**config.mk**
```make
export PLATFORM = sky130hd
export DESIGN_NAME = link_port_select
export DESIGN_NICKNAME = d
export VERILOG_FILES = /design/src/design/eth_bridge_pkg.sv /design/src/design/link_port_select.sv
export SDC_FILE = /design/constraint.sdc
export NUM_CORES = 1
export LEC_CHECK = 0
export ABC_AREA = 0
export BUFFER_PORTS_ARGS = -buffer_cell sky130_fd_sc_hd__clkbuf_2
export CAP_MARGIN = 20
export CORE_UTILIZATION = 27
export DETAILED_ROUTE_END_ITERATION = 10
export GPL_TIMING_DRIVEN = 0
export PLACE_DENSITY = 0.8
export SLEW_MARGIN = 10
export SYNTH_ARGS = -nofsm -noshare
export SYNTH_HDL_FRONTEND = slang
export SYNTH_SLANG_ARGS = --single-unit
```
**constraint.sdc**
```tcl
create_clock -name clk125M -period 1.9 [get_ports clk125M]
set_input_delay 0.57 -clock clk125M [delete_from_list [all_inputs] [get_ports clk125M]]
set_output_delay 0.57 -clock clk125M [all_outputs]
set_load 0.01 [all_outputs]
```
**src/design/eth_bridge_pkg.sv**
```systemverilog
/*
 * Shared widths, sizes and beat types for the Ethernet to serial link bridge.
 * Imported by wildcard into every RTL module and the testbench.
 */
package eth_bridge_pkg;

    // ------------------------------
    // sizes
    // ------------------------------
    localparam int ETH_COUNT  = 4;   // MAC ports on the board
    localparam int PORT_W     = 2;   // width of eth_sel
    localparam int BYTE_W     = 8;
    localparam int CUT_BYTES  = 8;   // preamble + SFD stripped on receive
    localparam int FIFO_DEPTH = 64;
    localparam int FIFO_AW    = 6;   // log2 of FIFO_DEPTH

    // ------------------------------
    // types
    // ------------------------------
    typedef logic [BYTE_W-1:0] byte_t;
    typedef logic [PORT_W-1:0] port_t;

    // MAC receive payload heading out on the link
    typedef struct packed {
        logic  last;
        byte_t data;
    } rx_beat_t;

    // link receive payload heading to a MAC
    // same layout, separate type so the two FIFO roles never mix
    typedef struct packed {
        logic  last;
        byte_t data;
    } tx_beat_t;

endpackage

```
**src/design/link_port_select.sv**
```systemverilog
`timescale 1ns/1ps
/*
 * Picks the one port that talks to the serial link and decides per-port flush.
 * Routes that port's receive FIFO head to the link and link bytes to its transmit FIFO.
 */
module link_port_select
    import eth_bridge_pkg::*;
(
    input  logic                 clk125M,
    input  logic                 rst_n_i,
    input  logic                 module_en_i,
    input  port_t                eth_sel_i,
    input  logic [ETH_COUNT-1:0] mac_link_i,
    input  logic                 link_up_i,
    input  rx_beat_t             rx_beat_i [ETH_COUNT],
    input  logic [ETH_COUNT-1:0] rx_empty_i,
    input  byte_t                link_rx_data_i,
    input  logic                 link_rx_valid_i,
    input  logic                 link_rx_last_i,
    input  logic                 link_tx_ready_i,
    output logic [ETH_COUNT-1:0] flush_o,
    output logic [ETH_COUNT-1:0] rx_pop_o,
    output logic [ETH_COUNT-1:0] tx_wr_o,
    output tx_beat_t             tx_beat_o,
    output byte_t                link_tx_data_o,
    output logic                 link_tx_valid_o,
    output logic                 link_tx_last_o
);

    logic [ETH_COUNT-1:0] port_en;
    logic [ETH_COUNT-1:0] flush_d;
    logic [ETH_COUNT-1:0] flush_q;
    logic [ETH_COUNT-1:0] active;     // selected, links up, not flushing
    logic [ETH_COUNT-1:0] rx_avail;

    // ------------------------------
    // enables and flush
    // ------------------------------
    always_comb begin
        for (int x = 0; x < ETH_COUNT; x++) begin
            port_en[x] = module_en_i && (eth_sel_i == port_t'(x));
            flush_d[x] = !port_en[x] || !mac_link_i[x] || !link_up_i;
        end
    end

    // flush asserts at once but releases a clock late,
    // so a reselected port always gets one full cycle of clearing
    always_ff @(posedge clk125M or negedge rst_n_i) begin
        if (!rst_n_i) begin
            flush_q <= '1;
        end else begin
            flush_q <= flush_d;
        end
    end

    assign flush_o = flush_d | flush_q;
    assign active  = ~flush_o;

    // ------------------------------
    // toward the link
    // ------------------------------
    assign rx_avail        = active & ~rx_empty_i;   // at most one bit set
    assign link_tx_valid_o = |rx_avail;
    assign link_tx_data_o  = rx_beat_i[eth_sel_i].data;
    assign link_tx_last_o  = rx_beat_i[eth_sel_i].last;
    assign rx_pop_o        = rx_avail & {ETH_COUNT{link_tx_ready_i}};

    // from the link, no back-pressure
    assign tx_beat_o = '{last: link_rx_last_i, data: link_rx_data_i};
    assign tx_wr_o   = active & {ETH_COUNT{link_rx_valid_i}};

endmodule

```
==> metrics.txt <==
critical path launch point type primary input; met1 Use GR 0.159; clk sinks 4; Slew headroom 0.825; pre-CTS setup slack -0.274 ns; Max Cap Viol 0; Worst Path Buf+Inv 2; Die Y 50.7 um; Worst Max-Slew Pin Slew 0.261 ns; Post-synth EDFFs 0; top cell type's share of synthesized area 0.211; Placed Instances between 150 and 200; yosys warns 0; WP data required around 1.3 ns; Final #Nets 213; CP cell instances buf_8, nand3_4, or4_4, o2111ai_2, buf_2; routed len/inst between 10 and 15 um; DP HPWL 1770 um; vias 839; Seq/Total Area, Yosys 0.164; most crowded layer after global routing met2; Mapped Cells 55; ys async rst share 1.00; ANT cells 0; Non-Filler Instances 178; combinational share of power 0.518; H-tree depth reported by CTS 1; total congestion overflow 0; Root Driver clkbuf_4; Synth Flop Type dfstp_2; Net Sw Frac 0.282; CTS Hold Bufs 0; Min Hold Slack 0.322 ns; top cells by area, synth mux4_2, dfstp_2, mux4_1; CTS Buf Count 3; leading area contributor after synthesis mux4_2; first-pass GRT wire length 3370 um; Rows 17; power per cell area 314 nW/um2; static leakage 0.680 nW; TritonCTS clock tree built; syn_nets 116; Internal Pwr Total 0.290 mW; Setup WS post-layout -0.212 ns; Sequential Power Share 0.222; largest net degree at the start of global routing 10; Core Area 2210 um2; Max clock buf depth 2; post-route ant nets 0; vias in the first global route around 820; Avg Cell Area, Syn ~12 um2; min Tclk post-route 2.11 ns; Worst Hold Class primary input to async pin; max reg flops 4; synthesized area 639 um2; crit path DAT 1.54 ns; Starting DRT DRC Count 6; gr usage total 0.176; NetSw about 0.11 mW; status finished, violations left; Initial Util 0.289; final worst-path cycle share 1.11; IO Port Bufs 81; DR DRC count 0; Area Growth Syn to Fin 101%; post-synth cell types 22; initial antenna violation count 0; GPL Wtd Cong 0.680; synthesized flop and latch total 4; Ports 92; failing checks setup timing; Top delay family on crit path simple AND/OR/NAND/NOR gates; largest stage delay on the critical path 0.54 ns; Worst Setup End Kind output pin; Largest regs flush_q (4); Slew Viols, Final 0; Slowest cell on crit path or4_4; WL final 2150 um; vias per cell 4.71; fmax between 400 and 500 MHz; Clock transition at path regs about 0.04 ns; crit-path max FO 5; Hold Vio Cnt, Final 0; layout cells sized above 1 0.933; Top reg by flops flush_q; maximum vdd ir drop 0.000196 V; met2 global-route usage 0.358; die area 2570 um2; setup violators final 19; met3 Usage GRT 0.0485; Die Span X between 50 and 60 um; RSZ-0062 raised after global routing true; 1st-pass router iterations 2; clock network fraction of total power 0.260; kind of critical path primary input to output pin
==> Yosys cell counts, types with 2 or more instances <==
cell	instances
or4_4	2
nor3_1	6
nor2_1	3
inv_1	5
mux4_1	3
nand2_1	2
buf_6	2
dfstp_2	4
buf_4	9
mux4_2	6
or2_2	2
==> worst max path at each step <==
stage,start,to,slack (ns),depth (start not counted)
floorplan,eth_sel_i[0],rx_pop_o[2],-0.05,4
global placement,eth_sel_i[1],link_tx_valid_o,-0.25,6
detailed placement,eth_sel_i[1],link_tx_valid_o,-0.27,6
CTS,module_en_i,link_tx_valid_o,-0.25,5
global route,eth_sel_i[1],tx_wr_o[0],-0.25,7
finish,eth_sel_i[1],link_tx_valid_o,-0.21,5
==> area by class of cell <==
cell class | instances | area (um2)
Sequential cell | 4 | 105
Inverter | 5 | 18.8
Fill cell | 214 | 928
Multi-Input combinational cell | 34 | 445
Timing Repair Buffer | 92 | 538
Buffer | 12 | 119
Clock buffer | 3 | 22.5
Tap cell | 28 | 35.0
==> placed cells by master, fill, tap and decap left out <==
cell / Yosys / layout
inv_1: 5 / 4
nand3_1: 1 / 1
nor2_1: 3 / 1
nor4b_2: 0 / 1
and3b_2: 1 / 1
nand3b_1: 1 / 1
and4bb_2: 1 / 1
nor2_2: 1 / 3
buf_2: 0 / 9
o2111ai_2: 1 / 1
nor3_2: 0 / 4
inv_2: 0 / 1
buf_6: 2 / 9
or2_4: 0 / 2
buf_4: 9 / 16
dfstp_2: 4 / 4
buf_12: 0 / 2
nand3_4: 0 / 1
nor3_1: 6 / 2
mux4_2: 6 / 9
clkbuf_4: 0 / 3
or4_4: 2 / 2
nand4b_4: 1 / 1
clkbuf_2: 0 / 67
nand2_1: 2 / 1
nand2b_4: 1 / 1
nand2_2: 0 / 1
buf_8: 1 / 1
==> power groups by stage <==
stage               registers, mW  logic, mW  clock network (mW)
floorplan                  0.0900     0.0948                   0
global placement           0.0901      0.179                   0
detailed placement         0.0903      0.183                   0
CTS                        0.0894      0.201               0.111
global route               0.0897      0.225               0.111
finish                     0.0896      0.209               0.105
==> timing repair <==
item | 4_1_cts | 5_1_grt
gates resized for setup | 11 | 25
pin swaps | 4 | 8
endpoints found under the hold margin | 0 | 0
setup endpoints to repair | 19 | 20
buffers inserted | 8 | 3
==> metal layers <==
layer,share of wire,vias up
met1,0.31,391
met5,0,-
li1,-,390
met4,0.022,0
met3,0.082,6
met2,0.59,52
==> kinds of logic (layout without fill, tap and decap cells) <==
group / Yosys count / after routing / synth area share
muxes: 9 / 9 / 0.335
DFF: 4 / 4 / 0.164
buffers and inverters: 17 / 112 / 0.194
AOI/OAI and AO/OA: 1 / 1 / 0.0235
and+or+nand+nor: 24 / 24 / 0.284
==> through the flow <==
stage,instance area (um2),util,setup TNS (ns),power [mW]
detailed placement,1110,0.502,-2.65,0.274
global placement,1110,0.502,-2.52,0.269
global route,1280,0.580,-2.72,0.426
floorplan,669,-,-0.119,0.185
finish,1280,0.580,-2.02,0.403
CTS,1210,0.549,-2.50,0.402
No activity file was read; power rests on OpenSTA's default activity.
