**config.mk**
```make
export PLATFORM = sky130hd
export DESIGN_NAME = frame_fifo
export DESIGN_NICKNAME = d
export VERILOG_FILES = /design/src/design/eth_bridge_pkg.sv /design/src/design/frame_fifo.sv
export SDC_FILE = /design/constraint.sdc
export NUM_CORES = 1
export LEC_CHECK = 0
export ABC_CLOCK_PERIOD_IN_PS = 6700
export BUFFER_PORTS_ARGS = -buffer_cell sky130_fd_sc_hd__buf_2
export CORE_ASPECT_RATIO = 1.25
export CORE_MARGIN = 2
export CORE_UTILIZATION = 45
export CTS_CLUSTER_SIZE = 28
export DETAILED_ROUTE_END_ITERATION = 6
export PLACE_DENSITY = 0.68
export RECOVER_POWER = 100
export SLEW_MARGIN = 5
export SYNTH_ARGS = -nofsm -noshare
export SYNTH_HDL_FRONTEND = slang
export SYNTH_SLANG_ARGS = --single-unit
```
**constraint.sdc**
```tcl
create_clock -name clk125M -period 6.7 [get_ports clk125M]
set_input_delay 0.335 -clock clk125M [delete_from_list [all_inputs] [get_ports clk125M]]
set_output_delay 0.335 -clock clk125M [all_outputs]
set_load 0.005 [all_outputs]
```
**src/design/eth_bridge_pkg.sv**
```systemverilog
/*
 * Shared widths, sizes and beat types for the Ethernet to serial link bridge.
 * Imported by wildcard into every RTL module and the testbench.
 */
package eth_bridge_pkg;

    // ------------------------------
    // sizes
    // ------------------------------
    localparam int ETH_COUNT  = 4;   // MAC ports on the board
    localparam int PORT_W     = 2;   // width of eth_sel
    localparam int BYTE_W     = 8;
    localparam int CUT_BYTES  = 8;   // preamble + SFD stripped on receive
    localparam int FIFO_DEPTH = 64;
    localparam int FIFO_AW    = 6;   // log2 of FIFO_DEPTH

    // ------------------------------
    // types
    // ------------------------------
    typedef logic [BYTE_W-1:0] byte_t;
    typedef logic [PORT_W-1:0] port_t;

    // MAC receive payload heading out on the link
    typedef struct packed {
        logic  last;
        byte_t data;
    } rx_beat_t;

    // link receive payload heading to a MAC
    // same layout, separate type so the two FIFO roles never mix
    typedef struct packed {
        logic  last;
        byte_t data;
    } tx_beat_t;

endpackage

```
**src/design/frame_fifo.sv**
```systemverilog
`timescale 1ns/1ps
/*
 * Single-clock show-ahead FIFO with flush, used for both directions of each port.
 * The head entry is visible on rd_beat_o before it is popped.
 */
module frame_fifo
    import eth_bridge_pkg::*;
#(
    parameter type beat_t = rx_beat_t
) (
    input  logic  clk125M,
    input  logic  rst_n_i,
    input  logic  flush_i,
    input  logic  wr_i,
    input  beat_t wr_beat_i,
    input  logic  pop_i,
    output beat_t rd_beat_o,
    output logic  empty_o
);

    beat_t              mem [FIFO_DEPTH];
    logic [FIFO_AW-1:0] wr_ptr_q;
    logic [FIFO_AW-1:0] rd_ptr_q;
    logic [FIFO_AW:0]   count_q;      // one bit wider to tell full from empty
    logic               full;
    logic               do_wr;
    logic               do_rd;

    assign full    = (count_q == (FIFO_AW + 1)'(FIFO_DEPTH));
    assign empty_o = (count_q == '0);

    assign do_wr = wr_i && !full && !flush_i;       // full writes are dropped
    assign do_rd = pop_i && !empty_o && !flush_i;

    // ------------------------------
    // pointers and fill level
    // ------------------------------
    always_ff @(posedge clk125M or negedge rst_n_i) begin
        if (!rst_n_i) begin
            wr_ptr_q <= '0;
            rd_ptr_q <= '0;
            count_q  <= '0;
        end else if (flush_i) begin
            wr_ptr_q <= '0;
            rd_ptr_q <= '0;
            count_q  <= '0;
        end else begin
            if (do_wr) begin
                wr_ptr_q <= wr_ptr_q + 1'b1;   // wraps at FIFO_DEPTH
            end
            if (do_rd) begin
                rd_ptr_q <= rd_ptr_q + 1'b1;
            end
            case ({do_wr, do_rd})
                2'b10:   count_q <= count_q + 1'b1;
                2'b01:   count_q <= count_q - 1'b1;
                default: count_q <= count_q;   // none, or both at once
            endcase
        end
    end

    // storage
    always_ff @(posedge clk125M) begin
        if (do_wr) begin
            mem[wr_ptr_q] <= wr_beat_i;
        end
    end

    assign rd_beat_o = mem[rd_ptr_q];   // show-ahead head

endmodule

```
==> reports/results.ini, run 1 <==
[run_status]
status=finished with violations
violations=capacitance limit, slew limit

[sta]
hold_viol=0
max_freq_ghz=0.1982
relSlewSlack_pct=-121.7
finClkSkew_ns=0.03185
rsz0062_at_grt=no
finalWorstPathRequiredPeriod_ns=5.046
fin_crit_sh_pct=75.32
holdWs_ns=0.1933
worst_pin_slew_ns=3.325
slew_violations=626
setup_violations=0
setup_tns_ns=0

[yosys]
synth_flop_cell=edfxtp_1
async_reset_ff_share_pct=3.193
synth_area_per_cell_um2=20.27
synth_nets=1178
syn_inst=1156
yosys_warnings=0
synth.distinct_cells=58
yosysSeqAreaShare_pct=75.84
ys_ff_latch=595
syn_area_mm2=0.02343
synth_edf_count=576

[detailed_routing]
first_iter_violations=1095
wl_mm=49.50
drt_pass1_iterations=5
drt-vias-per-instance=5.920
drc=0
vias=11190
antenna_left=0
post_drt_wl_per_cell_um=26.19

[min_path]
hp-class=in2reg
hp-start=pop_i
min_to=rd_ptr_q[1]
min_path_cells=4

[clock_network]
cts_root_buf=clkbuf_16
cts_max_path_buffers=3
htreeDepth=2
numCtsBuffers=55
path_clk_slew_ns=0.06
cts.sinks=595
clock_latency_ns=0.60
cts_tree=yes

[place]
dp_hpwl_mm=30.07
io_buffers=23
gp_congestion=0.7992

[global_routing]
globalRouteTotalUtil_pct=18.60
grt_pass1_wl_mm=74.72
antenna_found_initial=0
grt_max_degree=65
grt_overflow=0
grt_pass1_vias=11590

[setup_path]
cp_max_fo=59
rr_startpoint=count_q[2]
arrival_ns=4.71
reg2reg_to=count_q[6]
end_kind=primary output
crit_type=reg2out
rrSetupSlack_ns=2.50
reg2reg_depth=9
setup.worst_path.start_class=flip-flop
crit_required_ns=6.36

[finish]
drive_above_1_share_pct=20.24
regArea_mm2=0.01778
diodes=0
mostFrequentLayoutCells=edfxtp_1 (576), mux4_2 (137), nor2_1 (89)
areaGrowthSynthToFinish_pct=10.01
multiInputGateArea_mm2=0.005290
layout_commonest_cell=edfxtp_1
nNetsFinal=1205
final_util_pct=50.01
num-fill-cells=4066

[job]
maxCapViolCount=11

[floorplan]
start_util_pct=45.46
coreArea_mm2=0.05155
design.die.area_mm2=0.05393
io_pins=24
die_w_um=208.1
rows=93
die_y_um=259.1

[power_and_ir_drop]
leakage_nw=7.781
p_per_area_mw_per_mm2=324.0
power.total_mw=8.351
max-vdd-ir-drop_uv=198.1

[cell type report]
class | count | area share, %
clock buffers | 70 | 5.557
multi-input cells | 488 | 20.52
inverters | 2 | 0.02912
flip-flops and latches | 595 | 68.97
well taps | 665 | 3.228
clock inverters | 29 | 0.8300
repair buffers | 41 | 0.8640
[synth_stat cells, drive strengths merged (8+ instances only)]
cell type,n,area [um2]
a21oi,16,80.08
a221oi,8,70.07
a22o,9,78.83
a22oi,32,240.2
buf,31,176.4
clkbuf,40,160.1
dfrtp,19,475.5
edfxtp,576,17300
mux2i,13,130.1
mux4,137,3085
nand2,28,105.1
nand3,15,75.07
nand4,8,50.05
nor2,91,349.1
o21ai,10,50.05
o22ai,10,62.56
or3,12,75.07
[layer usage]
layer | part of all wire [%] | vias to the layer above | global-route usage (%)
met3 | 6.1 | 85 | 2.916
met2 | 52 | 378 | 32.53
met4 | 2.7 | 0 | 5.616
met5 | 0 | - | 0
met1 | 40 | 5903 | 24.21
li1 | - | 4822 | -
[power by group]
part	internal, mW	switching (mW)	leakage [nW]
registers	4.12	0.125	5.43
logic	0.616	0.582	1.54
clock network	1.62	1.29	0.806
total	6.35	2.00	7.78
[worst max path at each step]
| stage | start | to | slack [ns] | depth (start not counted) |
|---|---|---|---|---|
| finish | rd_ptr_q[1] | rd_beat_o[7] | 1.65 | 7 |
| global route | rd_ptr_q[1] | rd_beat_o[7] | 1.40 | 7 |
| CTS | rd_ptr_q[0] | rd_beat_o[0] | 2.27 | 7 |
| detailed placement | rd_ptr_q[0] | rd_beat_o[0] | 2.90 | 7 |
| global placement | rd_ptr_q[0] | rd_beat_o[8] | 2.88 | 7 |
| floorplan | count_q[3] | count_q[6] | 3.17 | 10 |
[through the flow]
step                      cells  setup slack, ns  cell area [um2]
after floorplan            1156            3.175            23430
after global placement     1790            2.879            24220
after detailed placement   1790            2.899            24220
after CTS                  1890            2.266            25870
after global routing       1890            1.403            25780
final                      1890            1.654            25780
[worst max-delay path, cell delays in order (launching register included)]
cell      delay [ns]
dfrtp_4         1.04
clkbuf_1        1.41
mux4_2          0.46
nand2_1         0.09
nand4_1         0.27
o221ai_1        0.44
o221ai_1        0.23
clkbuf_1        0.16
[flip-flops by register name, summed over array words and instances (netlist names)]
register,flops
wr_ptr_q,6
mem,576
rd_ptr_q,6
count_q,7
[kinds of logic after synthesis]
kind of cell             count (synthesis)  synth area share (%)
flip-flops                             595                 75.84
AND/OR/NAND/NOR                        203                 4.272
multiplexers                           157                 14.06
AO/OA/AOI/OAI                          107                 3.385
buffers and inverters                   73                 1.468
XOR/XNOR                                13                0.5179
adder cells (fa/ha/maj)                  8                0.4592
[repair_timing]
action	CTS	global route
endpoints found under the hold margin	19	0
buffers inserted	0	0
hold buffers	1	0
resized for setup	0	0
Note: power is estimated with default switching activity, not from simulation.
==> inputs of run 2 (changes only) <==
- ABC_CLOCK_PERIOD_IN_PS: 6700 -> 5000
- clock period: 6.7 -> 5 ns (I/O delays scaled with it)
==> reports/results.ini, run 2 (synthesized netlist as in run 1, its figures left out) <==
[run_status]
status=finished with violations
violations=capacitance limit, slew limit

[finish]
layout_commonest_cell=edfxtp_1
nNetsFinal=1210  ; +0.41%
num-fill-cells=4085  ; +0.47%
reg.largest.list=mem x576, count_q x7
areaGrowthSynthToFinish_pct=11.21
top_register=mem
drive_above_1_share_pct=21.75  ; +1.5 points
final_util_pct=50.55  ; +0.55 points
diodes=0  ; unchanged
mostFrequentLayoutCells=edfxtp_1 (576), mux4_2 (137), nor2_1 (89)
largest_reg_flops=576  ; unchanged

[floorplan]
rows=93  ; unchanged
io_pins=24  ; unchanged
coreArea_mm2=0.05155  ; unchanged
design.die.area_mm2=0.05393  ; unchanged
start_util_pct=45.46  ; unchanged
die_y_um=259.1  ; unchanged
die_w_um=208.1  ; unchanged

[sta]
worst_pin_slew_ns=3.202  ; -0.1234 ns
finalWorstPathRequiredPeriod_ns=4.202
setup_tns_ns=0  ; unchanged
max_freq_ghz=0.2380
finClkSkew_ns=0.02336  ; -0.008487 ns
setup_violations=0  ; unchanged
fin_ws_ns=0.7975  ; -0.8562 ns
hold_viol=0  ; unchanged
relSlewSlack_pct=-113.5  ; +8.2 points
rsz0062_at_grt=no
fin_crit_sh_pct=84.05
slew_violations=614  ; -1.9%

[detailed_routing]
wl_mm=50.40  ; +1.8%
drt-vias-per-instance=6.009  ; +1.5%
vias=11400  ; +1.9%
first_iter_violations=1217  ; +11%
post_drt_wl_per_cell_um=26.57  ; +1.4%
drt_pass1_iterations=5  ; unchanged
drc=0  ; unchanged
antenna_left=0  ; unchanged

[place]
gp_congestion=0.8083  ; +1.1%
io_buffers=23  ; unchanged
dpl_worst_slack_ns=1.227  ; -1.673 ns
dp_hpwl_mm=29.58  ; -1.6%

[power_and_ir_drop]
p_per_area_mw_per_mm2=447.7  ; +38%
leakage_nw=7.921  ; +1.8%
max-vdd-ir-drop_uv=253.5  ; +28%
seqPwrFrac_pct=48.5  ; -2.3 points
power_frac_clock_pct=36.9  ; +2.1 points
switchingPower_mw=2.771  ; +39%
p_int_mw=8.896  ; +40%
switching_share_pct=23.75  ; -0.16 points
combPwrFrac_pct=14.6  ; +0.3 points

[setup_path]
end_kind=primary output
setup.worst_path.start_class=flip-flop
cp_max_fo=21  ; -64%
crit_type=reg2out
arrival_ns=3.95  ; -0.76 ns
crit_required_ns=4.75  ; -1.61 ns

[clock_network]
cts_setup_buffers=0  ; unchanged
path_clk_slew_ns=0.06  ; about the same
clock_latency_ns=0.59  ; about the same
post_cts_resized=0  ; unchanged
numCtsBuffers=54  ; -1.8%
cts_root_buf=clkbuf_16
htreeDepth=2  ; unchanged
cts_max_path_buffers=3  ; unchanged
postCtsHoldBufs=1  ; unchanged
cts_tree=yes
cts.sinks=595  ; unchanged

[global_routing]
antenna_found_initial=0  ; unchanged
grt_pass1_vias=11560  ; -0.27%
grt_max_degree=65  ; unchanged
globalRouteTotalUtil_pct=18.85  ; +0.25 points
grt_overflow=0  ; unchanged
grt_pass1_wl_mm=75.04  ; +0.43%

[min_path]
hp-class=in2reg

[job]
maxCapViolCount=11  ; unchanged

==> run 2: routing by layer <==
layer	wire, um	vias up	GRT usage, %
met5	0	-	0
met4	1329	0	5.795
met3	3231	89	2.528
met2	25170	459	31.46
met1	20670	6006	26.16
li1	-	4845	-
==> run 2: area by class of cell <==
cell class / instances / area (um2) / share of cell area (%)
Clock buffer: 66 / 1406 / 5.397
Clock inverter: 34 / 430.4 / 1.652
Inverter: 2 / 7.507 / 0.02881
Multi-Input combinational cell: 488 / 5285 / 20.28
Sequential cell: 595 / 17780 / 68.23
Tap cell: 665 / 832.0 / 3.193
Timing Repair Buffer: 47 / 319.1 / 1.224
==> run 2: path summary, 6_finish.rpt <==
check	to	slack, ns	from	cells after the start
max in group asynchronous	rd_ptr_q[0]	3.81	rst_n_i	2
hold / removal	rd_ptr_q[1]	0.08	pop_i	4
setup / recovery	rd_beat_o[1]	0.80	rd_ptr_q[2]	6
min in group asynchronous	wr_ptr_q[5]	0.39	rst_n_i	2
hold reg to reg	count_q[2]	0.53	count_q[2]	1
setup reg to reg	count_q[6]	1.03	count_q[3]	9
==> run 2: worst max-delay path, stage by stage, from the launching register on <==
cell      delay, ns
dfrtp_1        0.90
and2_0         1.23
a22oi_1        0.36
a21oi_1        0.26
a21oi_1        0.06
o21ai_0        0.38
clkbuf_1       0.16
==> run 2: per-stage QoR <==
step	total power, mW	instance area (um2)	hold WS (ns)	instances
global route	12.04	26060	0.1098	1897
finish	11.67	26060	0.08291	1897
floorplan	6.983	23430	-0.04559	1156
detailed placement	7.513	24310	0.2307	1796
global placement	7.490	24310	0.2199	1796
CTS	11.77	26150	0.08363	1897
==> run 2: power by group through the flow <==
stage / combinational (mW) / clock [mW] / sequential [mW]
final: 1.71 / 4.30 / 5.66
after floorplan: 1.34 / 0 / 5.64
after global placement: 1.73 / 0 / 5.76
after detailed placement: 1.74 / 0 / 5.77
after CTS: 1.75 / 4.36 / 5.66
after global routing: 1.83 / 4.54 / 5.68
