## config.mk

```make
export PLATFORM = sky130hd
export DESIGN_NAME = mac_tx_sequencer
export DESIGN_NICKNAME = d
export VERILOG_FILES = /design/src/design/eth_bridge_pkg.sv /design/src/design/mac_tx_sequencer.sv
export SDC_FILE = /design/constraint.sdc
export NUM_CORES = 1
export LEC_CHECK = 0
export BUFFER_PORTS_ARGS = -buffer_cell sky130_fd_sc_hd__buf_2
export CAP_MARGIN = 10
export CORE_AREA = 2 2 39 41
export DETAILED_ROUTE_END_ITERATION = 8
export DIE_AREA = 0 0 41 43
export GPL_TIMING_DRIVEN = 0
export SYNTH_ARGS = -nofsm -noshare
export SYNTH_HDL_FRONTEND = slang
export SYNTH_SLANG_ARGS = --single-unit
```

## constraint.sdc

```tcl
create_clock -name clk125M -period 1 [get_ports clk125M]
set_input_delay 0.15 -clock clk125M [delete_from_list [all_inputs] [get_ports clk125M]]
set_output_delay 0.15 -clock clk125M [all_outputs]
set_load 0.01 [all_outputs]
```

## src/design/eth_bridge_pkg.sv

```systemverilog
/*
 * Shared widths, sizes and beat types for the Ethernet to serial link bridge.
 * Imported by wildcard into every RTL module and the testbench.
 */
package eth_bridge_pkg;

    // ------------------------------
    // sizes
    // ------------------------------
    localparam int ETH_COUNT  = 4;   // MAC ports on the board
    localparam int PORT_W     = 2;   // width of eth_sel
    localparam int BYTE_W     = 8;
    localparam int CUT_BYTES  = 8;   // preamble + SFD stripped on receive
    localparam int FIFO_DEPTH = 64;
    localparam int FIFO_AW    = 6;   // log2 of FIFO_DEPTH

    // ------------------------------
    // types
    // ------------------------------
    typedef logic [BYTE_W-1:0] byte_t;
    typedef logic [PORT_W-1:0] port_t;

    // MAC receive payload heading out on the link
    typedef struct packed {
        logic  last;
        byte_t data;
    } rx_beat_t;

    // link receive payload heading to a MAC
    // same layout, separate type so the two FIFO roles never mix
    typedef struct packed {
        logic  last;
        byte_t data;
    } tx_beat_t;

endpackage

```

## src/design/mac_tx_sequencer.sv

```systemverilog
`timescale 1ns/1ps
/*
 * Sends one buffered frame at a time to a MAC: request, wait for ack, then stream.
 * MAC-side outputs are registered one clock after each FIFO pop.
 */
module mac_tx_sequencer
    import eth_bridge_pkg::*;
(
    input  logic     clk125M,
    input  logic     rst_n_i,
    input  tx_beat_t fifo_beat_i,
    input  logic     fifo_empty_i,
    input  logic     mac_tx_ack_i,
    output logic     fifo_pop_o,
    output logic     mac_tx_req_o,
    output byte_t    mac_tx_data_o,
    output logic     mac_tx_valid_o,
    output logic     mac_tx_sof_o,
    output logic     mac_tx_eof_o
);

    typedef enum logic [1:0] {
        ST_IDLE,
        ST_REQ,
        ST_SEND
    } state_t;

    state_t state_q;
    logic   first_q;    // next pop is the frame's first byte

    // popping starts on the ack cycle itself
    assign fifo_pop_o = !fifo_empty_i &&
                        ((state_q == ST_REQ && mac_tx_ack_i) || state_q == ST_SEND);

    // ------------------------------
    // FSM
    // ------------------------------
    always_ff @(posedge clk125M or negedge rst_n_i) begin
        if (!rst_n_i) begin
            state_q      <= ST_IDLE;
            mac_tx_req_o <= 1'b0;
            first_q      <= 1'b0;
        end else begin
            case (state_q)
                ST_IDLE: begin
                    first_q <= 1'b1;
                    if (!fifo_empty_i) begin
                        state_q      <= ST_REQ;
                        mac_tx_req_o <= 1'b1;
                    end
                end
                ST_REQ: begin
                    if (fifo_empty_i) begin          // frame flushed before the ack
                        state_q      <= ST_IDLE;
                        mac_tx_req_o <= 1'b0;
                    end else if (mac_tx_ack_i) begin
                        mac_tx_req_o <= 1'b0;
                        state_q      <= fifo_beat_i.last ? ST_IDLE : ST_SEND;
                    end
                end
                ST_SEND: begin
                    // ack is ignored here
                    if (fifo_empty_i || fifo_beat_i.last) begin
                        state_q <= ST_IDLE;
                    end
                end
                default: state_q <= ST_IDLE;
            endcase
            if (fifo_pop_o) begin
                first_q <= 1'b0;
            end
        end
    end

    // ------------------------------
    // MAC side
    // ------------------------------
    always_ff @(posedge clk125M or negedge rst_n_i) begin
        if (!rst_n_i) begin
            mac_tx_valid_o <= 1'b0;
            mac_tx_sof_o   <= 1'b0;
            mac_tx_eof_o   <= 1'b0;
        end else begin
            mac_tx_valid_o <= fifo_pop_o;
            mac_tx_sof_o   <= fifo_pop_o && first_q;
            mac_tx_eof_o   <= fifo_pop_o && fifo_beat_i.last;
        end
    end

    always_ff @(posedge clk125M) begin
        mac_tx_data_o <= fifo_beat_i.data;
    end

endmodule

```

==> results.txt, run 1 <==
CTS Buf Count -> 3
Die area -> 0.001763 mm^2
Vias -> 363
Final WS setup -> -0.3447 ns
Synth unique cells -> 12
Worst-path maximum fanout -> 5
Max-slew violation count -> 0
Overall routing resource usage -> 12.78%
ANT cells -> 0
Initial Util -> 30.92%
CTS tree -> done
Critical Path Source Type -> register
Initial DRC count -> 0
Setup slack, reg-to-reg -> -0.07 ns
Vias per std cell -> 4.125
FF+latch count, synth -> 15
Failing checks -> setup timing
Clock latency on the worst-skew pair -> 0.27 ns
Final hold vios -> 0
Clock skew -> 0.002710 ns
Layout cells sized above 1 -> 44.44%
Initial antenna violation count -> 0
Die W -> 41 um
Final period util -> 134.5%
Antenna viol nets, final -> 0
Crit path to -> fifo_pop_o
Crit end category -> output port
Critical R2R Capture -> mac_tx_eof_o$_DFF_PN0_
Fin util -> 51.09%
Highest-count cells in the layout ignoring fill and taps -> buf_2 (25), dlygate4sd3_1 (9), dfxtp_1 (8)
DIE HEIGHT -> 43 um
PwrDens -> 1595 mW/mm^2
Outcome -> finished, violations left
Gpl congestion -> 0.6525
Critical Path AT -> 1.19 ns
CTS-repair resized insts -> 0
Slew HR -> 86.95%
DP Worst Slack -> -0.1646 ns
WP data required -> 0.85 ns
Final #Nets -> 86
Reg2reg start -> state_q[1]$_DFFE_PN0P_
# DRC -> 0
Total wire length -> 840 um
Placed cell count -> 73
DP HPWL -> 523.5 um
Initial DRT Pass Iterations -> 1
Mapped Area -> 427.9 um^2
H-tree level count -> 1
Hold Path Cell Cnt -> 2
Vias in the first global route -> 381
Core area -> 0.001384 mm^2
Worst Reg-to-Reg Cells -> 4
Max cap viols -> 0
Worst path bufs/invs -> 1
Post-Syn Instances -> 32
Crit path max-delay family -> flip-flops
Root buf cell -> clkbuf_4
Crit path cell chain -> and3b_1, a21oi_2, nor2_2, buf_2
Max stage delay cell, worst path -> dfrtp_1
Max Freq -> 0.7437 GHz
Worst-Margin Slew -> 0.1946 ns
Count of final setup violators -> 4
CP Class -> reg -> out
Pleak -> 0.3640 nW
Ys Warns -> 0
Row cnt -> 14
Worst Hold Margin -> 0.02867 ns
Non-Filler Instances -> 88
Post-DR wirelength/cell -> 9.545 um
Syn Area/Cell -> 13.37 um^2
Hold Crit Class -> in -> reg
CP Launch Point -> state_q[0]$_DFFE_PN0P_
Total grt overflow -> 0
Levels on crit path -> 4
Sum of negative setup slack -> -0.4590 ns
IO Count -> 26
VDD IR-drop max -> 0.001001 V
Syn Nets -> 45
Critical Path Max Stage Delay -> 0.42 ns
Clock sink total -> 15
RSZ-0062 raised after global routing -> true
Layout area overhead -> 65.20%
Register area share after synthesis -> 78.36%
Most common cell after layout, fill and taps aside -> buf_2
Largest net degree at the start of global routing -> 9
IO buf count -> 25
Clock Pin Slew Worst Setup and Hold Paths -> 0.08 ns
Wire length of the first global-routing pass -> 1.483 mm
Final min period -> 1.345 ns
Clk buf depth -> 2
[registers in the layout, summed over array words and instances (netlist names)]
register / flops
mac_tx_eof_o: 1
mac_tx_data_o: 8
state_q: 2
mac_tx_sof_o: 1
first_q: 1
mac_tx_req_o: 1
mac_tx_valid_o: 1
[per-layer routing]
metal / vias up / global-route usage [%] / routed length, um
li1: 190 / - / -
met1: 155 / 14.29 / 321
met2: 18 / 19.38 / 425
met3: 0 / 6.283 / 93
met4: 0 / 6.000 / 0
met5: - / 0 / 0
[logic make-up (layout without fill, tap and decap cells)]
logic type / Yosys count / in the layout / synth area share (%)
flip-flops: 15 / 15 / 78.36
AND/OR/NAND/NOR: 6 / 6 / 7.897
AO/OA/AOI/OAI: 8 / 8 / 11.11
buffers and inverters: 3 / 43 / 2.631
[per-stage QoR]
step           instance area (um^2)  power [W]
2_1_floorplan                 430.4  0.0007119
3_3_place_gp                  575.6  0.0007763
3_5_place_dp                  575.6  0.0007771
4_1_cts                       706.9   0.001142
5_1_grt                       706.9   0.001205
6_report                      706.9   0.001128
[what timing repair did]
item                                    4_1_cts  5_1_grt
buffers inserted                              2        0
hold buffers                                  9        0
endpoints found under the hold margin        15        0
endpoints found under the setup margin        5        6
pin swaps                                     0        0
[layout make-up]
class                           count  area (um^2)
Fill cell                         116        676.9
Tap cell                           16        20.02
Inverter                            3        11.26
Clock buffer                        4        26.28
Timing Repair Buffer               36        230.2
Sequential cell                    15        335.3
Multi-Input combinational cell     14        83.83
[Yosys cell counts]
master / n / share of area [%]
dfrtp_1: 7 / 41
dfxtp_1: 8 / 37
nor3b_1: 1 / 1.8
o21ai_0: 2 / 2.3
nor3_1: 2 / 2.3
a21oi_2: 1 / 2.0
and3b_1: 1 / 2.0
inv_1: 3 / 2.6
a211oi_1: 1 / 1.8
nor2_1: 2 / 1.8
o22ai_1: 1 / 1.5
a21oi_1: 3 / 3.5
[worst min-delay path by stage]
stage / endpoint / startpoint
2_1_floorplan: first_q$_DFFE_PN0P_ / rst_n_i
3_3_place_gp: first_q$_DFFE_PN0P_ / rst_n_i
3_5_place_dp: first_q$_DFFE_PN0P_ / rst_n_i
4_1_cts: state_q[1]$_DFFE_PN0P_ / fifo_beat_i[8]
5_1_grt: state_q[1]$_DFFE_PN0P_ / fifo_beat_i[8]
6_report: state_q[1]$_DFFE_PN0P_ / fifo_beat_i[8]
[power breakdown]
group,total (W),switching (W),internal [W],leakage (nW)
Combinational,0.000145,0.0000661,0.0000794,0.194
Sequential,0.000651,0.0000141,0.000637,0.155
Clock,0.000331,0.000177,0.000154,0.0150
Total,0.00113,0.000257,0.000870,0.364
Power figures use the tool's default switching activity.
==> run 2: changes to the inputs <==
--- a/config.mk
+++ b/config.mk
@@ -11,6 +11,7 @@
 export DETAILED_ROUTE_END_ITERATION = 8
 export DIE_AREA = 0 0 41 43
 export GPL_TIMING_DRIVEN = 0
+export PLACE_DENSITY = 0.73
 export SYNTH_ARGS = -nofsm -noshare
 export SYNTH_HDL_FRONTEND = slang
 export SYNTH_SLANG_ARGS = --single-unit
==> run 2 against run 1 <==
  * The run still ends with setup timing left
  * Combinational power grew 24%
  * Via count grew 9.1%
  * Setup slack gained 0.0048 ns
  * Register-to-register slack lost 0.04 ns
  * Worst hold slack gained 0.0098 ns
  * Routed wire length grew 18%
  * Count of clock-buffer cells in the layout is the same
  * Total power grew 2.1%
  * Largest power group unchanged
==> results.txt, run 2 (synthesis gave the netlist of run 1 again) <==
H-tree level count -> 1 (unchanged)
Non-Filler Instances -> 94 (+6.8%)
Final min period -> 1.340 ns (-0.004780 ns)
# DRC -> 0 (unchanged)
Final period util -> 134.0% (-0.48 points)
Min-delay src -> fifo_beat_i[8]
Total wire length -> 988 um (+18%)
Core area -> 0.001384 mm^2 (unchanged)
VDD IR-drop max -> 0.0008341 V (-17%)
PwrDens -> 1518 mW/mm^2 (-4.8%)
Count of final setup violators -> 8 (+4)
Hold Crit Class -> in -> reg
Wire length of the first global-routing pass -> 1.524 mm (+2.8%)
IO buf count -> 25 (unchanged)
Initial DRT Pass Iterations -> 3 (+2)
Setup slack, reg-to-reg -> -0.11 ns (-0.04 ns)
Area of the multi-input gates -> 88.84 um^2 (+6.0%)
Root buf cell -> clkbuf_4
Layout fillers -> 131 (+13%)
CTS tree -> done
Clock sink total -> 15 (unchanged)
Largest regs -> mac_tx_data_o: 8 flops, state_q: 2 flops
Clk buf depth -> 2 (unchanged)
Layout cells sized above 1 -> 51.28% (+6.8 points)
Initial antenna violation count -> 0 (unchanged)
Critical R2R Capture -> first_q$_DFFE_PN0P_
Post-DR wirelength/cell -> 10.51 um (+10%)
WP data required -> 0.85 ns (about the same)
Reg2reg start -> state_q[0]$_DFFE_PN0P_
Reg area -> 336.6 um^2 (+0.37%)
Final WS setup -> -0.3399 ns (+0.004780 ns)
DP HPWL -> 665.5 um (+27%)
Final #Nets -> 92 (+7.0%)
CP Launch Point -> state_q[1]$_DFFE_PN0P_
Clock skew -> 0.003262 ns (+0.0005524 ns)
Gpl congestion -> 0.6279 (-3.8%)
Register with the most flip-flops -> mac_tx_data_o
Critical Path AT -> 1.19 ns (about the same)
Placed cell count -> 73 (unchanged)
Worst Reg-to-Reg Cells -> 5 (+1)
Pleak -> 0.3938 nW (+8.2%)
Vias -> 396 (+9.1%)
CTS Buf Count -> 3 (unchanged)
Worst Hold End -> state_q[1]$_DFFE_PN0P_
Max Freq -> 0.7463 GHz (+0.36%)
Most common cell after layout, fill and taps aside -> buf_2
Antenna viol nets, final -> 0 (unchanged)
Crit path cell chain -> and3b_1, a21oi_2, nor2_2, buf_2
Initial DRC count -> 4 (+4)
Worst-path maximum fanout -> 3 (-2)
Worst path bufs/invs -> 1 (unchanged)
ANT cells -> 0 (unchanged)
Critical Path Max Stage Delay -> 0.42 ns (about the same)
Max stage delay cell, worst path -> dfrtp_2
Crit path max-delay family -> flip-flops
Fin util -> 54.79% (+3.7 points)
Max cap viols -> 0 (unchanged)
Slew HR -> 87.18% (+0.23 points)
Worst-Margin Slew -> 0.1912 ns (-0.003435 ns)
DIE HEIGHT -> 43 um (unchanged)
Layout area overhead -> 77.19%
Vias in the first global route -> 391 (+2.6%)
Clock latency on the worst-skew pair -> 0.27 ns (about the same)
CP Class -> reg -> out
Die W -> 41 um (unchanged)
Failing checks -> setup timing
Total grt overflow -> 0 (unchanged)
RSZ-0062 raised after global routing -> true
Largest net degree at the start of global routing -> 9 (unchanged)
Clock Pin Slew Worst Setup and Hold Paths -> 0.08 ns (about the same)
Highest-count cells in the layout ignoring fill and taps -> buf_2 (25), dlygate4sd3_1 (9), dfxtp_1 (8), buf_4 (8), dfrtp_1 (6)
Final hold vios -> 0 (unchanged)
Row cnt -> 14 (unchanged)
Initial Util -> 30.92% (unchanged)
Critical Path Source Type -> register
Die area -> 0.001763 mm^2 (unchanged)
Max reg flops -> 8 (unchanged)
IO Count -> 26 (unchanged)
Max-slew violation count -> 0 (unchanged)
Hold Path Cell Cnt -> 2 (unchanged)
Crit end category -> output port
Overall routing resource usage -> 13.07% (+0.29 points)
Outcome -> finished, violations left
Vias per std cell -> 4.213 (+2.1%)
## run 2: repair_timing
action	CTS	global route
buffers inserted	6	3
resized for setup	1	1
hold endpoints to repair	15	0
hold buffers	9	0
pin swaps	1	1
setup endpoints to repair	5	9
## run 2: layer usage
| layer | track usage (%) | share of wire, % | up-vias | wire length (um) |
|---|---|---|---|---|
| li1 | - | - | 199 | - |
| met1 | 12.91 | 36 | 182 | 351 |
| met2 | 22.50 | 57 | 15 | 564 |
| met3 | 4.712 | 7.3 | 0 | 72 |
| met4 | 6.000 | 0 | 0 | 0 |
| met5 | 0 | 0 | - | 0 |
## run 2: worst max-delay path by stage
stage | endpoint | cells past startpoint | slack [ns]
final | fifo_pop_o | 4 | -0.34
after global routing | fifo_pop_o | 4 | -0.43
after CTS | fifo_pop_o | 4 | -0.37
after detailed placement | fifo_pop_o | 4 | -0.20
after global placement | fifo_pop_o | 4 | -0.16
after floorplan | fifo_pop_o | 3 | 0.009
## run 2: cell type report
type | count | area share, %
well taps | 16 | 2.640
clock buffers | 4 | 3.465
repair buffers | 42 | 36.30
inverters | 3 | 1.485
multi-input cells | 14 | 11.72
flip-flops and latches | 15 | 44.39
## run 2: report_power, final
part           switching [W]  total, W  internal, W
combinational      0.0000785  0.000180     0.000102
sequential         0.0000122  0.000649     0.000637
clock               0.000168  0.000322     0.000154
total               0.000259   0.00115     0.000893
## run 2: stage by stage
step	area, um^2	hold WS, ns	power [W]	setup WS [ns]	TNS (ns)
after floorplan	430.4	-0.1456	0.0007119	0.008681	0
after global placement	575.6	-0.01307	0.0007739	-0.1617	-0.2162
after detailed placement	575.6	-0.01152	0.0007819	-0.2046	-0.3952
after CTS	738.2	0.02562	0.001155	-0.3736	-0.5717
after global routing	758.2	0.02323	0.001225	-0.4256	-1.242
final	758.2	0.03845	0.001151	-0.3399	-0.7215
## run 2: worst register-to-register path, delay by kind of cell (launching register included)
kind	cells	cell delay, ns
flip-flops	1	0.40
buffers and inverters	3	0.38
AO/OA/AOI/OAI	2	0.23
